<file path="config.mk">
export PLATFORM = sky130hd
export DESIGN_NAME = analog_top
export DESIGN_NICKNAME = d
export VERILOG_FILES = /design/src/hdl/rp_pkg.sv /design/src/hdl/adc_frontend.sv /design/src/hdl/dac_backend.sv /design/src/hdl/loop_router.sv /design/src/hdl/pdm_modulator.sv /design/src/hdl/analog_regs.sv /design/src/hdl/analog_top.sv
export VERILOG_INCLUDE_DIRS = /design/src /design/src/hdl
export SDC_FILE = /design/constraint.sdc
export NUM_CORES = 1
export LEC_CHECK = 0
export ABC_CLOCK_PERIOD_IN_PS = 4400
export BUFFER_PORTS_ARGS = -buffer_cell sky130_fd_sc_hd__buf_4
export CAP_MARGIN = 20
export CORE_AREA = 2 2 133 135
export CTS_BUF_LIST = sky130_fd_sc_hd__clkbuf_8
export DETAILED_ROUTE_END_ITERATION = 8
export DIE_AREA = 0 0 135 137
export PLACE_DENSITY_LB_ADDON = 0.08
export SYNTH_ARGS = -nofsm -noshare
export SYNTH_HDL_FRONTEND = slang
export SYNTH_HIERARCHICAL = 1
export SYNTH_SLANG_ARGS = --single-unit
</file>
<file path="constraint.sdc">
create_clock -name adc_clk -period 4.4 [get_ports adc_clk]
set_input_delay 0.88 -clock adc_clk [delete_from_list [all_inputs] [get_ports adc_clk]]
set_output_delay 0.88 -clock adc_clk [all_outputs]
set_load 0.01 [all_outputs]
</file>
<file path="src/hdl/rp_params.svh">
`ifndef RP_PARAMS_SVH
`define RP_PARAMS_SVH

// channel counts
`define RP_CHN          2
`define RP_PDM_CHN      4

// sample widths
`define RP_ADC_DW       16
`define RP_DAC_DW       14

// PDM level width and full-scale range
`define RP_PDM_DW       8
`define RP_PDM_RNG      255

// DAC code at mid-scale, loaded on reset
`define RP_DAC_RST_VAL  14'h1FFF

// register map
`define RP_REG_AW       3
`define RP_ADDR_LOOP    0
// PDM channel n at RP_ADDR_PDM0 + n
`define RP_ADDR_PDM0    1

`endif

</file>
<file path="src/hdl/rp_pkg.sv">
`include "rp_params.svh"

package rp_pkg;

  // raw ADC word, offset binary with negative slope
  typedef logic        [`RP_ADC_DW-1:0] adc_raw_t;

  // oscilloscope sample, two's complement
  typedef logic signed [`RP_ADC_DW-1:0] osc_dat_t;

  // generator sample, two's complement
  typedef logic signed [`RP_DAC_DW-1:0] gen_dat_t;

  // raw DAC code, offset binary with negative slope
  typedef logic        [`RP_DAC_DW-1:0] dac_raw_t;

  // PDM density level
  typedef logic        [`RP_PDM_DW-1:0] pdm_lvl_t;

  // one loop enable per channel
  typedef logic        [`RP_CHN-1:0]    loop_mask_t;

  // register port
  typedef logic        [`RP_REG_AW-1:0] reg_addr_t;
  typedef logic        [`RP_PDM_DW-1:0] reg_data_t;

endpackage

</file>
<file path="src/hdl/adc_frontend.sv">
`timescale 1ns/1ps
`include "rp_params.svh"

module adc_frontend (
  input  logic                           adc_clk,
  input  logic                           top_rst,
  // raw words from the ADC pins
  input  rp_pkg::adc_raw_t [`RP_CHN-1:0] adc_dat_i,
  // converted samples, valid one edge after capture
  output rp_pkg::osc_dat_t [`RP_CHN-1:0] adc_tc_o
);

  // input capture registers, one per channel
  rp_pkg::adc_raw_t [`RP_CHN-1:0] adc_raw;

  // capture at every edge
  // lowest 2 bits only meaningful on a 16-bit part
  always_ff @(posedge adc_clk or posedge top_rst) begin
    if (top_rst) begin
      adc_raw <= '0;
    end else begin
      adc_raw <= adc_dat_i;
    end
  end

  // negative slope offset binary to two's complement
  // sign bit passes, the rest is inverted
  always_comb begin
    for (int c = 0; c < `RP_CHN; c++) begin
      adc_tc_o[c] = {adc_raw[c][`RP_ADC_DW-1], ~adc_raw[c][`RP_ADC_DW-2:0]};
    end
  end

endmodule

</file>
<file path="src/hdl/dac_backend.sv">
`timescale 1ns/1ps
`include "rp_params.svh"

module dac_backend (
  input  logic                           adc_clk,
  input  logic                           top_rst,
  // signed generator samples
  input  rp_pkg::gen_dat_t [`RP_CHN-1:0] dac_smp_i,
  // one update strobe per channel
  input  logic             [`RP_CHN-1:0] dac_vld_i,
  // codes toward the DAC pins
  output rp_pkg::dac_raw_t [`RP_CHN-1:0] dac_dat_o
);

  // converted codes, before the output register
  rp_pkg::dac_raw_t [`RP_CHN-1:0] dac_cnv;

  // signed to offset binary, also flips the slope
  always_comb begin
    for (int c = 0; c < `RP_CHN; c++) begin
      dac_cnv[c] = {dac_smp_i[c][`RP_DAC_DW-1], ~dac_smp_i[c][`RP_DAC_DW-2:0]};
    end
  end

  //////////////////////////////////////////////////
  // output registers
  //////////////////////////////////////////////////

  // mid-scale out of reset
  // new code only on a valid sample, hold otherwise
  always_ff @(posedge adc_clk or posedge top_rst) begin
    if (top_rst) begin
      for (int c = 0; c < `RP_CHN; c++) begin
        dac_dat_o[c] <= `RP_DAC_RST_VAL;
      end
    end else begin
      for (int c = 0; c < `RP_CHN; c++) begin
        if (dac_vld_i[c]) begin
          dac_dat_o[c] <= dac_cnv[c];
        end
      end
    end
  end

endmodule

</file>
<file path="src/hdl/loop_router.sv">
`timescale 1ns/1ps
`include "rp_params.svh"

module loop_router (
  input  logic                           adc_clk,
  input  logic                           top_rst,
  // per channel loop enable
  input  rp_pkg::loop_mask_t             loop_i,
  // converted ADC samples
  input  rp_pkg::osc_dat_t [`RP_CHN-1:0] adc_tc_i,
  // generator samples and strobes
  input  rp_pkg::gen_dat_t [`RP_CHN-1:0] gen_dat_i,
  input  logic             [`RP_CHN-1:0] gen_vld_i,
  // toward the DAC back end
  output rp_pkg::gen_dat_t [`RP_CHN-1:0] dac_smp_o,
  output logic             [`RP_CHN-1:0] dac_vld_o,
  // toward the oscilloscope
  output rp_pkg::osc_dat_t [`RP_CHN-1:0] osc_dat_o,
  output logic             [`RP_CHN-1:0] osc_vld_o
);

  // zero LSBs appended when a generator sample is looped back
  localparam int unsigned PAD_W = `RP_ADC_DW - `RP_DAC_DW;

  // ADC stream is free running
  // first converted word after reset comes from the cleared capture register
  logic adc_fill;

  always_ff @(posedge adc_clk or posedge top_rst) begin
    if (top_rst) begin
      adc_fill <= 1'b0;
    end else begin
      adc_fill <= 1'b1;
    end
  end

  //////////////////////////////////////////////////
  // generator demux
  //////////////////////////////////////////////////

  // data goes through untouched
  assign dac_smp_o = gen_dat_i;
  // strobe withheld from the DAC while looped, so it holds
  assign dac_vld_o = gen_vld_i & ~loop_i;

  //////////////////////////////////////////////////
  // oscilloscope mux
  //////////////////////////////////////////////////

  always_ff @(posedge adc_clk or posedge top_rst) begin
    if (top_rst) begin
      osc_dat_o <= '0;
      osc_vld_o <= '0;
    end else begin
      for (int c = 0; c < `RP_CHN; c++) begin
        if (loop_i[c]) begin
          // 14 bit generator scaled up to 16 bit scope range
          osc_dat_o[c] <= {gen_dat_i[c], {PAD_W{1'b0}}};
          osc_vld_o[c] <= gen_vld_i[c];
        end else begin
          // ADC sample, always valid once the pipe has filled
          osc_dat_o[c] <= adc_tc_i[c];
          osc_vld_o[c] <= adc_fill;
        end
      end
    end
  end

endmodule

</file>
<file path="src/hdl/pdm_modulator.sv">
`timescale 1ns/1ps
`include "rp_params.svh"

module pdm_modulator (
  input  logic                               adc_clk,
  input  logic                               top_rst,
  // density level per output
  input  rp_pkg::pdm_lvl_t [`RP_PDM_CHN-1:0] pdm_lvl_i,
  // one-bit density outputs
  output logic             [`RP_PDM_CHN-1:0] pdm_o
);

  // one extra bit, acc + level stays below twice the range
  localparam int unsigned ACC_W = `RP_PDM_DW + 1;
  localparam logic [ACC_W-1:0] RNG = ACC_W'(`RP_PDM_RNG);

  // residue carried between cycles, always below RNG
  logic [ACC_W-1:0] acc [`RP_PDM_CHN];
  // residue plus current level
  logic [ACC_W-1:0] sum [`RP_PDM_CHN];

  always_comb begin
    for (int n = 0; n < `RP_PDM_CHN; n++) begin
      sum[n] = acc[n] + ACC_W'(pdm_lvl_i[n]);
    end
  end

  // overflow past the range emits a one and drops the range
  // ones per RNG cycles then equal the level
  always_ff @(posedge adc_clk or posedge top_rst) begin
    if (top_rst) begin
      for (int n = 0; n < `RP_PDM_CHN; n++) begin
        acc[n] <= '0;
      end
      pdm_o <= '0;
    end else begin
      for (int n = 0; n < `RP_PDM_CHN; n++) begin
        if (sum[n] >= RNG) begin
          acc[n]   <= sum[n] - RNG;
          pdm_o[n] <= 1'b1;
        end else begin
          acc[n]   <= sum[n];
          pdm_o[n] <= 1'b0;
        end
      end
    end
  end

endmodule

</file>
<file path="src/hdl/analog_regs.sv">
`timescale 1ns/1ps
`include "rp_params.svh"

module analog_regs (
  input  logic                               adc_clk,
  input  logic                               top_rst,
  // access strobes
  input  logic                               reg_we_i,
  input  logic                               reg_re_i,
  input  rp_pkg::reg_addr_t                  reg_addr_i,
  input  rp_pkg::reg_data_t                  reg_wdata_i,
  // read return, one cycle after the strobe
  output rp_pkg::reg_data_t                  reg_rdata_o,
  output logic                               reg_rvalid_o,
  // configuration toward the data path
  output rp_pkg::loop_mask_t                 loop_o,
  output rp_pkg::pdm_lvl_t [`RP_PDM_CHN-1:0] pdm_lvl_o
);

  // address hits
  logic                   hit_loop;
  logic [`RP_PDM_CHN-1:0] hit_pdm;
  // read data before the return register
  rp_pkg::reg_data_t      rd_data;

  //////////////////////////////////////////////////
  // address decode
  //////////////////////////////////////////////////

  assign hit_loop = (reg_addr_i == rp_pkg::reg_addr_t'(`RP_ADDR_LOOP));

  // PDM channels sit on consecutive addresses
  always_comb begin
    for (int n = 0; n < `RP_PDM_CHN; n++) begin
      hit_pdm[n] = (reg_addr_i == rp_pkg::reg_addr_t'(`RP_ADDR_PDM0 + n));
    end
  end

  //////////////////////////////////////////////////
  // configuration registers
  //////////////////////////////////////////////////

  // unmapped addresses hit nothing, write is dropped
  always_ff @(posedge adc_clk or posedge top_rst) begin
    if (top_rst) begin
      loop_o    <= '0;
      pdm_lvl_o <= '0;
    end else if (reg_we_i) begin
      if (hit_loop) begin
        loop_o <= reg_wdata_i[`RP_CHN-1:0];
      end
      for (int n = 0; n < `RP_PDM_CHN; n++) begin
        if (hit_pdm[n]) begin
          pdm_lvl_o[n] <= reg_wdata_i;
        end
      end
    end
  end

  // read mux, zero for unmapped
  // loop mask zero extended
  always_comb begin
    rd_data = '0;
    if (hit_loop) begin
      rd_data[`RP_CHN-1:0] = loop_o;
    end
    for (int n = 0; n < `RP_PDM_CHN; n++) begin
      if (hit_pdm[n]) begin
        rd_data = pdm_lvl_o[n];
      end
    end
  end

  // read return register and single cycle valid
  always_ff @(posedge adc_clk or posedge top_rst) begin
    if (top_rst) begin
      reg_rdata_o  <= '0;
      reg_rvalid_o <= 1'b0;
    end else begin
      reg_rvalid_o <= reg_re_i;
      if (reg_re_i) begin
        reg_rdata_o <= rd_data;
      end
    end
  end

endmodule

</file>
<file path="src/hdl/analog_top.sv">
`timescale 1ns/1ps
`include "rp_params.svh"

module analog_top (
  input  logic                               adc_clk,
  input  logic                               top_rst,
  // ADC pins
  input  rp_pkg::adc_raw_t [`RP_CHN-1:0]     adc_dat_i,
  // generator stream
  input  rp_pkg::gen_dat_t [`RP_CHN-1:0]     gen_dat_i,
  input  logic             [`RP_CHN-1:0]     gen_vld_i,
  // register port
  input  logic                               reg_we_i,
  input  logic                               reg_re_i,
  input  rp_pkg::reg_addr_t                  reg_addr_i,
  input  rp_pkg::reg_data_t                  reg_wdata_i,
  output rp_pkg::reg_data_t                  reg_rdata_o,
  output logic                               reg_rvalid_o,
  // oscilloscope stream
  output rp_pkg::osc_dat_t [`RP_CHN-1:0]     osc_dat_o,
  output logic             [`RP_CHN-1:0]     osc_vld_o,
  // DAC codes, one parallel port per channel
  output rp_pkg::dac_raw_t [`RP_CHN-1:0]     dac_dat_o,
  // PDM outputs
  output logic             [`RP_PDM_CHN-1:0] pdm_o
);

  //////////////////////////////////////////////////
  // internal wires
  //////////////////////////////////////////////////

  // ADC front end to router
  rp_pkg::osc_dat_t [`RP_CHN-1:0]     adc_tc;
  // router to DAC back end
  rp_pkg::gen_dat_t [`RP_CHN-1:0]     dac_smp;
  logic             [`RP_CHN-1:0]     dac_vld;
  // configuration
  rp_pkg::loop_mask_t                 loop;
  rp_pkg::pdm_lvl_t [`RP_PDM_CHN-1:0] pdm_lvl;

  //////////////////////////////////////////////////
  // data path
  //////////////////////////////////////////////////

  adc_frontend u_adc_frontend (
    .adc_clk   (adc_clk),
    .top_rst   (top_rst),
    .adc_dat_i (adc_dat_i),
    .adc_tc_o  (adc_tc)
  );

  // generator to DAC or back into the scope
  loop_router u_loop_router (
    .adc_clk   (adc_clk),
    .top_rst   (top_rst),
    .loop_i    (loop),
    .adc_tc_i  (adc_tc),
    .gen_dat_i (gen_dat_i),
    .gen_vld_i (gen_vld_i),
    .dac_smp_o (dac_smp),
    .dac_vld_o (dac_vld),
    .osc_dat_o (osc_dat_o),
    .osc_vld_o (osc_vld_o)
  );

  dac_backend u_dac_backend (
    .adc_clk   (adc_clk),
    .top_rst   (top_rst),
    .dac_smp_i (dac_smp),
    .dac_vld_i (dac_vld),
    .dac_dat_o (dac_dat_o)
  );

  //////////////////////////////////////////////////
  // configuration and slow outputs
  //////////////////////////////////////////////////

  analog_regs u_analog_regs (
    .adc_clk      (adc_clk),
    .top_rst      (top_rst),
    .reg_we_i     (reg_we_i),
    .reg_re_i     (reg_re_i),
    .reg_addr_i   (reg_addr_i),
    .reg_wdata_i  (reg_wdata_i),
    .reg_rdata_o  (reg_rdata_o),
    .reg_rvalid_o (reg_rvalid_o),
    .loop_o       (loop),
    .pdm_lvl_o    (pdm_lvl)
  );

  pdm_modulator u_pdm_modulator (
    .adc_clk   (adc_clk),
    .top_rst   (top_rst),
    .pdm_lvl_i (pdm_lvl),
    .pdm_o     (pdm_o)
  );

endmodule

</file>
==> results of run 1 <==
==> registers in the layout (all words and copies together) (netlist names) <==
register                    flops
u_loop_router/osc_vld_o         2
u_analog_regs/reg_rvalid_o      1
u_adc_frontend/adc_tc_o         2
u_loop_router/osc_dat_o        32
u_pdm_modulator/acc            36
u_loop_router/adc_fill          1
u_analog_regs/loop_o            2
u_analog_regs/pdm_lvl_o        32
u_adc_frontend/adc_raw         30
u_analog_regs/reg_rdata_o       8
u_pdm_modulator/pdm_o           4
u_dac_backend/dac_dat_o        28
==> cell type report <==
type / count / area, µm²
repair buffers: 157 / 1180
multi-input cells: 508 / 4090
well taps: 225 / 282
clock buffers: 18 / 248
fillers: 1383 / 6410
flip-flops and latches: 178 / 4490
clock inverters: 14 / 146
inverters: 58 / 218
==> worst register-to-register path: stages (launching register included) <==
cell and delay (ps):
dfrtp_1 420, ha_1 480, and3_4 270, a21boi_0 200
mux2_2 370, nor2_1 350, nor2_1 100, ha_1 210
nand2b_1 150, o21ai_0 230, or2_1 340, o21a_1 310
mux2_2 360
==> worst max path at each step <==
stage | end | slack, ps
after detailed placement | u_pdm_modulator/acc[1] | 560
after floorplan | u_pdm_modulator/acc[4] | 940
after global placement | u_pdm_modulator/acc[1] | 690
after global routing | u_pdm_modulator/acc[1] | 120
final | u_pdm_modulator/acc[1] | 510
after CTS | u_pdm_modulator/acc[1] | 520
==> stage by stage <==
step	worst slack, ps	instance area, µm²	power [µW]	hold WS, ps	instances
after floorplan	943	9230	5260	470	798
after global placement	690	10300	6060	455	1126
after detailed placement	557	10300	6160	463	1126
after CTS	525	10700	7300	399	1158
after global routing	118	10700	7870	434	1158
final	507	10700	7260	432	1158
==> cells by family after synthesis <==
group,Yosys count
XOR/XNOR,28
multiplexers,101
AND/OR/NAND/NOR,196
AO/OA/AOI/OAI,138
flip-flops,178
other,1
buffers and inverters,112
adder cells (fa/ha/maj),44
==> layout by cell type, fill, tap and decap left out, types with 18 or more instances in the layout <==
cell type,instances
buf_4,157
dfrtp_1,152
mux2_2,57
inv_1,56
nor2_1,51
a21oi_1,50
ha_1,40
nand2_1,32
mux2i_1,28
dfstp_2,26
nand3_1,19
clkbuf_8,18
==> report_power, final <==
group	total (µW)	internal, µW	switching, µW
clock network	1110	480	626
registers	2350	2100	252
logic	3800	1690	2120
==> metal layers <==
metal	part of all wire, %	global-route usage, %	up-vias
met5	0	0	-
met4	1.9	7.99	0
met3	5.5	4.22	25
met2	48	36.7	182
met1	45	29.7	3058
li1	-	-	3006
==> cells in the mapped netlist (6+ instances only) <==
cell type,instances
a211o_1,9
a21oi_1,50
a31oi_1,9
and2_1,10
and2b_2,6
and3_1,8
buf_2,6
buf_4,33
buf_6,7
dfrtp_1,152
dfstp_2,26
ha_1,40
inv_1,57
mux2_2,57
mux2_4,16
mux2i_1,28
nand2_1,32
nand2b_1,8
nand3_1,19
nand3b_1,7
nor2_1,51
nor2b_1,11
nor3_1,10
nor3b_1,6
o211ai_1,8
o21a_1,6
o21ai_0,14
xnor2_1,12
xor2_1,16
==> results.json, run 1 <==
{
  "status": "finished, final reports clean",
  "synth.area.top_cells": "dfrtp_1, dfstp_2, mux2_2",
  "cts_sinks": 178,
  "num_antenna_cells": 0,
  "cp_slowest_stage_delay_ps": 480,
  "cts_setup_buffers": 0,
  "leakage_uw": 0.00500,
  "htree_levels": 4,
  "synthToLayoutAreaGrowth_pct": 15.4,
  "power.ir.vdd_worst_mv": 0.427,
  "die-area_mm2": 0.0185,
  "cts_tree": "done",
  "detailedRoute.firstPassIterationCount": 4,
  "ys_ff_latch": 178,
  "die_h_um": 137,
  "grt_setup_unrepaired": "no",
  "drv_slew": 0,
  "overflow": 0,
  "worst_path_max_delay_cell": "ha_1",
  "drv_cap": 0,
  "yosys.area_share.adder_pct": 6.29,
  "drt_iter0_markers": 284,
  "cp-end-kind": "flip-flop",
  "grt_pass1_wl_um": 31900,
  "synthFlopType": "dfrtp_1",
  "finalHoldViolations": 0,
  "core.rowCount": 48,
  "io_pins": 152,
  "antenna_left": 0,
  "slew-limit-headroom_pct": 30.8,
  "synth_top_family_by_area": "multiplexers",
  "arrival_ps": 4250,
  "worstMarginPinSlew_ps": 1040,
  "vias": 6271,
  "drive_gt1_share_pct": 33.8,
  "grt_max_degree": 44,
  "powerDensity_mw_per_mm2": 682,
  "async_reset_ff_share_pct": 100,
  "cts_hold_buf": 0,
  "yosysWarnings": 6,
  "grt_pass1_vias": 6163,
  "clock-root-buffer": "clkbuf_8",
  "grtUsageTotal_pct": 22.3,
  "seq_area_frac_synth_pct": 48.6,
  "r2r_start": "u_analog_regs/pdm_lvl_o[29]",
  "finClkSkew_ps": 8.98,
  "clock_latency_ps": 460,
  "path_max_fanout": 11,
  "coreArea_mm2": 0.0171,
  "syn_inst": 798,
  "fin_crit_ps": 3890,
  "ctsResizeCount": 0,
  "fin_util_pct": 62.4,
  "wl_per_cell_um": 17.2,
  "synth-compound-area-share_pct": 10.7,
  "synth_edf_count": 0,
  "critPathKind": "flip-flop to flip-flop",
  "cp_num_cells": 12,
  "syn_avg_cell_area_um2": 11.6,
  "crit_buf_inv": 0,
  "synth_simple_gate_area_share_pct": 12.1,
  "drc": 0,
  "synthesis.nets": 919,
  "cpLargestDelayFamily": "simple AND/OR/NAND/NOR gates",
  "reg2reg_slack_ps": 510,
  "critPathLaunch": "u_analog_regs/pdm_lvl_o[29]",
  "hp-class": "input pin to async pin",
  "finalCritPeriodShare_pct": 88.5,
  "required_ps": 4750,
  "routed_via_density": 5.42,
  "cp_cell_sequence": "ha_1 > and3_4 > a21boi_0 > mux2_2 > nor2_1 > nor2_1 > ha_1 > nand2b_1 > o21ai_0 > or2_1 > o21a_1 > mux2_2",
  "worstRegToRegCells": 12,
  "final_nets": 1041,
  "cp-start-kind": "flip-flop",
  "synthXorXnorAreaFrac_pct": 2.66,
  "routed_wl_um": 19900,
  "numCtsBuffers": 17,
  "cts.path.max_buffers": 2,
  "place.gp.congestion": 0.866,
  "setup_tns_ps": 0,
  "synth_cell_type_count": 77,
  "io_buffers": 151,
  "yosysTopAreaCellShare_pct": 41.2,
  "path_clk_slew_ps": 100,
  "setup_viol": 0,
  "synth_area_mm2": 0.00923,
  "timing.rr.end": "u_pdm_modulator/acc[1]",
  "die_w_um": 135,
  "start_util_pct": 54.1,
  "clock.fmax_ghz": 0.257,
  "synth_mux_area_share_pct": 12.6,
  "synth_top_cell_by_area": "dfrtp_1",
  "hpwl_um": 15000,
  "antenna_found_initial": 0
}
Note: power is estimated with default switching activity, not from simulation.
==> run 2, diff against run 1 <==
- REMOVE_ABC_BUFFERS: not set -> 1
==> run 2 against run 1 <==
Critical path depth rose by 1. Largest cell class unchanged. Final cell count did not move. Core utilization rose by 0.073 points. Critical endpoint unchanged. Die area did not move. Register-to-register slack barely moved. Sequential share of layout area barely moved. Fmax rose by 0.18%.
==> results.json, run 2 (synthesis gave the netlist of run 1 again) <==
{
  "ctsResizeCount": 0,
  "routed_via_density": 5.46,
  "drive_gt1_share_pct": 33.9,
  "drv_slew": 0,
  "hpwl_um": 15600,
  "start_util_pct": 54.1,
  "clock-root-buffer": "clkbuf_8",
  "status": "finished, final reports clean",
  "slew-limit-headroom_pct": 31.2,
  "drv_cap": 0,
  "multi_input_area_mm2": 0.00409,
  "synthToLayoutAreaGrowth_pct": 15.5,
  "drc": 0,
  "layout_common_cells": "buf_4, dfrtp_1, mux2_2, inv_1, nor2_1",
  "io_buffers": 151,
  "routed_wl_um": 20700,
  "cts_tree": "done",
  "cp-start-kind": "flip-flop",
  "fin_ws_ps": 514,
  "htree_levels": 4,
  "critPathLaunch": "u_analog_regs/pdm_lvl_o[29]",
  "path_clk_slew_ps": 100,
  "antenna_found_initial": 0,
  "cts_sinks": 178,
  "fillerInstances": 1406,
  "arrival_ps": 4230,
  "final_common_cell": "buf_4",
  "fin_crit_ps": 3890,
  "vias": 6328,
  "die_w_um": 135,
  "die_h_um": 137,
  "core.rowCount": 48,
  "worstMarginPinSlew_ps": 1030,
  "hp-class": "input pin to async pin",
  "path_max_fanout": 11,
  "post-place-ws_ps": 560,
  "power_uw": 7320,
  "io_pins": 152,
  "required_ps": 4750,
  "finalCritPeriodShare_pct": 88.3,
  "finClkSkew_ps": 10.9,
  "cts_setup_buffers": 0,
  "clock.fmax_ghz": 0.257,
  "power.ir.vdd_worst_mv": 0.452,
  "register_area_mm2": 0.00449,
  "coreArea_mm2": 0.0171,
  "place.gp.congestion": 0.875,
  "grt_setup_unrepaired": "no",
  "num_antenna_cells": 0,
  "die-area_mm2": 0.0185,
  "clock_latency_ps": 460,
  "setup_viol": 0,
  "worstRegToRegCells": 13,
  "antenna_left": 0,
  "critPathKind": "flip-flop to flip-flop",
  "grtUsageTotal_pct": 23.1,
  "reg2reg_slack_ps": 510,
  "final_nets": 1041,
  "leakage_uw": 0.00501,
  "crit_end": "u_pdm_modulator/acc[1]",
  "grt_pass1_wl_um": 33300,
  "drt_iter0_markers": 359,
  "largest-register": "u_pdm_modulator/acc",
  "setup_tns_ps": 0,
  "overflow": 0,
  "cts.path.max_buffers": 2,
  "cts_hold_buf": 0,
  "timing.rr.end": "u_pdm_modulator/acc[1]",
  "fin_hold_ws_ps": 438,
  "detailedRoute.firstPassIterationCount": 5,
  "r2r_start": "u_analog_regs/pdm_lvl_o[29]",
  "grt_max_degree": 44,
  "finalHoldViolations": 0,
  "powerDensity_mw_per_mm2": 687,
  "largest_reg_flops": 36,
  "grt_pass1_vias": 6465,
  "numCtsBuffers": 17,
  "wl_per_cell_um": 17.9,
  "cp-end-kind": "flip-flop",
  "top_regs": "u_pdm_modulator/acc (36), u_analog_regs/pdm_lvl_o (32), u_loop_router/osc_dat_o (32)"
}
==> run 2: changes by cell type in the layout (fill, tap and decap cells not counted), sizes merged <==
| cell | delta |
|---|---|
| clkinv | +3 |
| clkinvlp | -3 |
| bufinv | -1 |
| inv | +1 |
==> run 2: routing by layer <==
layer	GRT usage [%]	vias to the layer above	wire length (µm)
li1	-	3012	-
met1	30.2	3095	9150
met2	39.3	209	9950
met3	5.26	12	1420
met4	5.56	0	181
met5	0	-	0
==> run 2: worst min-delay path by stage <==
stage               cells after the start                           to                        start  slack (ps)
floorplan                               1  u_loop_router/osc_dat_o[15]  u_adc_frontend/adc_tc_o[15]         460
global placement                        2  u_dac_backend/dac_dat_o[17]  u_dac_backend/dac_dat_o[17]         450
detailed placement                      2  u_dac_backend/dac_dat_o[20]  u_dac_backend/dac_dat_o[20]         460
CTS                                     2   u_adc_frontend/adc_raw[21]                      top_rst         430
global route                            2   u_adc_frontend/adc_raw[20]                      top_rst         450
finish                                  2   u_adc_frontend/adc_raw[26]                      top_rst         440
==> run 2: power breakdown <==
part | internal [µW] | switching [µW] | leakage (µW)
Combinational | 1690 | 2160 | 0.00275
Sequential | 2100 | 256 | 0.00206
Clock | 447 | 669 | 0.000204
==> run 2: layout make-up <==
class	instances	share of cell area (%)
Inverter	58	2.04
Timing Repair Buffer	157	11.1
Multi-Input combinational cell	508	38.4
Sequential cell	178	42.1
Clock buffer	18	2.32
Clock inverter	14	1.49
Tap cell	225	2.64
==> run 2: stage by stage <==
step | std cells | area, µm² | utilization (%)
floorplan | 744 | 8800 | -
global placement | 1126 | 10300 | 60.1
detailed placement | 1126 | 10300 | 60.1
CTS | 1158 | 10700 | 62.5
global route | 1158 | 10700 | 62.5
finish | 1158 | 10700 | 62.5
==> run 2: worst max-delay path: stages (launching register included) <==
cell	delay, ps
dfrtp_1	410
ha_1	460
and3_4	270
a21boi_0	210
mux2_2	370
nor2_1	340
nor2_1	120
ha_1	220
nor2_1	160
nand2_1	70
mux2i_1	180
or2_1	330
o21a_1	290
mux2_2	360
==> run 3, diff against run 2 <==
- RECOVER_POWER: not set -> 25
- SLEW_MARGIN: not set -> 20
==> run 3 against run 2 <==
Largest power group unchanged. Highest routed layer unchanged. The flow now finishes with violations (capacitance limit, slew limit). Critical path depth did not move. Via count hardly changed. Core utilization fell by 0.13 points.
==> results.json, run 3 (synthesis gave the netlist of run 1 again) <==
{
  "status": "complete, but fails checks",
  "vias": 6331,
  "top_regs": "u_pdm_modulator/acc (36), u_analog_regs/pdm_lvl_o (32), u_loop_router/osc_dat_o (32)",
  "combPwrFrac_pct": 52.5,
  "p_int_uw": 4240,
  "coreArea_mm2": 0.0171,
  "hp-class": "input pin to async pin",
  "fin_crit_ps": 3880,
  "placed_cells": 1126,
  "critPathKind": "flip-flop to flip-flop",
  "slew-limit-headroom_pct": -39.7,
  "numCtsBuffers": 17,
  "grt_setup_unrepaired": "no",
  "hpwl_um": 15600,
  "worstRegToRegCells": 13,
  "setup_tns_ps": 0,
  "clock-root-buffer": "clkbuf_8",
  "place.gp.congestion": 0.875,
  "grtUsageTotal_pct": 23.1,
  "fin_util_pct": 62.4,
  "drc": 0,
  "die_w_um": 135,
  "antenna_found_initial": 0,
  "final_cell_count_no_fill": 1158,
  "p_seq_share_pct": 32.2,
  "cts_setup_buffers": 0,
  "io_buffers": 151,
  "clock_latency_ps": 460,
  "die-area_mm2": 0.0185,
  "io_pins": 152,
  "start_util_pct": 54.1,
  "worstMarginPinSlew_ps": 2100,
  "drive_gt1_share_pct": 33.2,
  "routed_wl_um": 20700,
  "fillerInstances": 1415,
  "wl_per_cell_um": 17.9,
  "final_common_cell": "dfrtp_1",
  "violations": "capacitance limit, slew limit",
  "drv_cap": 2,
  "finClkSkew_ps": 13.6,
  "leakage_uw": 0.00498,
  "clock.fmax_ghz": 0.257,
  "fin_hold_ws_ps": 459,
  "ctsResizeCount": 0,
  "synthToLayoutAreaGrowth_pct": 15.3,
  "grt_max_degree": 44,
  "largest_reg_flops": 36,
  "switching_power_uw": 3090,
  "cts_hold_buf": 0,
  "num_antenna_cells": 0,
  "cp-end-kind": "flip-flop",
  "swShare_pct": 42.2,
  "path_clk_slew_ps": 100,
  "setup_viol": 0,
  "layout_common_cells": "dfrtp_1, buf_4, mux2_2, inv_1, nor2_1",
  "path_max_fanout": 11,
  "cts_sinks": 178,
  "finalHoldViolations": 0,
  "cts.path.max_buffers": 2,
  "drv_slew": 65,
  "htree_levels": 4,
  "cp-start-kind": "flip-flop",
  "pwr-share-clk_pct": 15.3,
  "drt_iter0_markers": 337,
  "post-place-ws_ps": 560,
  "largest-register": "u_pdm_modulator/acc",
  "powerDensity_mw_per_mm2": 688,
  "die_h_um": 137,
  "cts_tree": "done",
  "grt_pass1_wl_um": 33300,
  "required_ps": 4750,
  "finalCritPeriodShare_pct": 88.3,
  "detailedRoute.firstPassIterationCount": 5,
  "core.rowCount": 48,
  "routed_via_density": 5.47,
  "final_nets": 1041,
  "fin_ws_ps": 515,
  "arrival_ps": 4240,
  "overflow": 0,
  "grt_pass1_vias": 6465,
  "power.ir.vdd_worst_mv": 0.453,
  "antenna_left": 0
}
[run 3: changes by cell type in the layout (fill, tap and decap cells not counted), sizes merged]
cell,delta
buf,-36
clkbuf,+36
[run 3: through the flow]
step,instance area [µm²],power [µW]
2_1_floorplan,8800,5170
3_3_place_gp,10300,6050
3_5_place_dp,10300,6210
4_1_cts,10700,7350
5_1_grt,10600,7910
6_report,10600,7330
[run 3: worst paths after layout]
kind | to | startpoint | slack [ps]
hold reg to reg | u_dac_backend/dac_dat_o[20] | u_dac_backend/dac_dat_o[20] | 470
hold / removal | u_adc_frontend/adc_raw[26] | top_rst | 460
min in group adc_clk | u_dac_backend/dac_dat_o[20] | u_dac_backend/dac_dat_o[20] | 470
setup reg to reg | u_pdm_modulator/acc[1] | u_analog_regs/pdm_lvl_o[29] | 520
setup / recovery | u_pdm_modulator/acc[1] | u_analog_regs/pdm_lvl_o[29] | 520
max in group asynchronous | u_loop_router/osc_dat_o[3] | top_rst | 1950
[run 3: cell type report]
class	count	area (µm²)	share of cell area, %
Clock inverter	14	159	1.49
Multi-Input combinational cell	508	4090	38.5
Inverter	58	218	2.05
Tap cell	225	282	2.65
Clock buffer	18	248	2.33
Sequential cell	178	4490	42.2
Timing Repair Buffer	157	1160	10.9
[run 3: power groups by stage]
stage | clock [µW] | sequential (µW) | combinational [µW]
floorplan | 0 | 2380 | 2790
finish | 1120 | 2360 | 3850
detailed placement | 0 | 2390 | 3810
global route | 1220 | 2410 | 4270
CTS | 1150 | 2360 | 3840
global placement | 0 | 2380 | 3680
[run 3: metal layers]
metal  vias up  track usage (%)  routed length (µm)
met2       192             39.3                9960
met1      3106             30.2                9140
met3        14             5.26                1400
met4         0             5.56                 195
met5         -                0                   0
li1       3019                -                   -
[run 3: worst max-delay path, cell delays in order, from the launching register on]
cell,delay [ps]
dfrtp_1,410
ha_1,460
and3_4,260
a21boi_0,210
mux2_2,370
nor2_1,340
nor2_1,110
ha_1,220
nor2_1,160
nand2_1,70
mux2i_1,180
or2_1,330
o21a_1,290
mux2_2,360
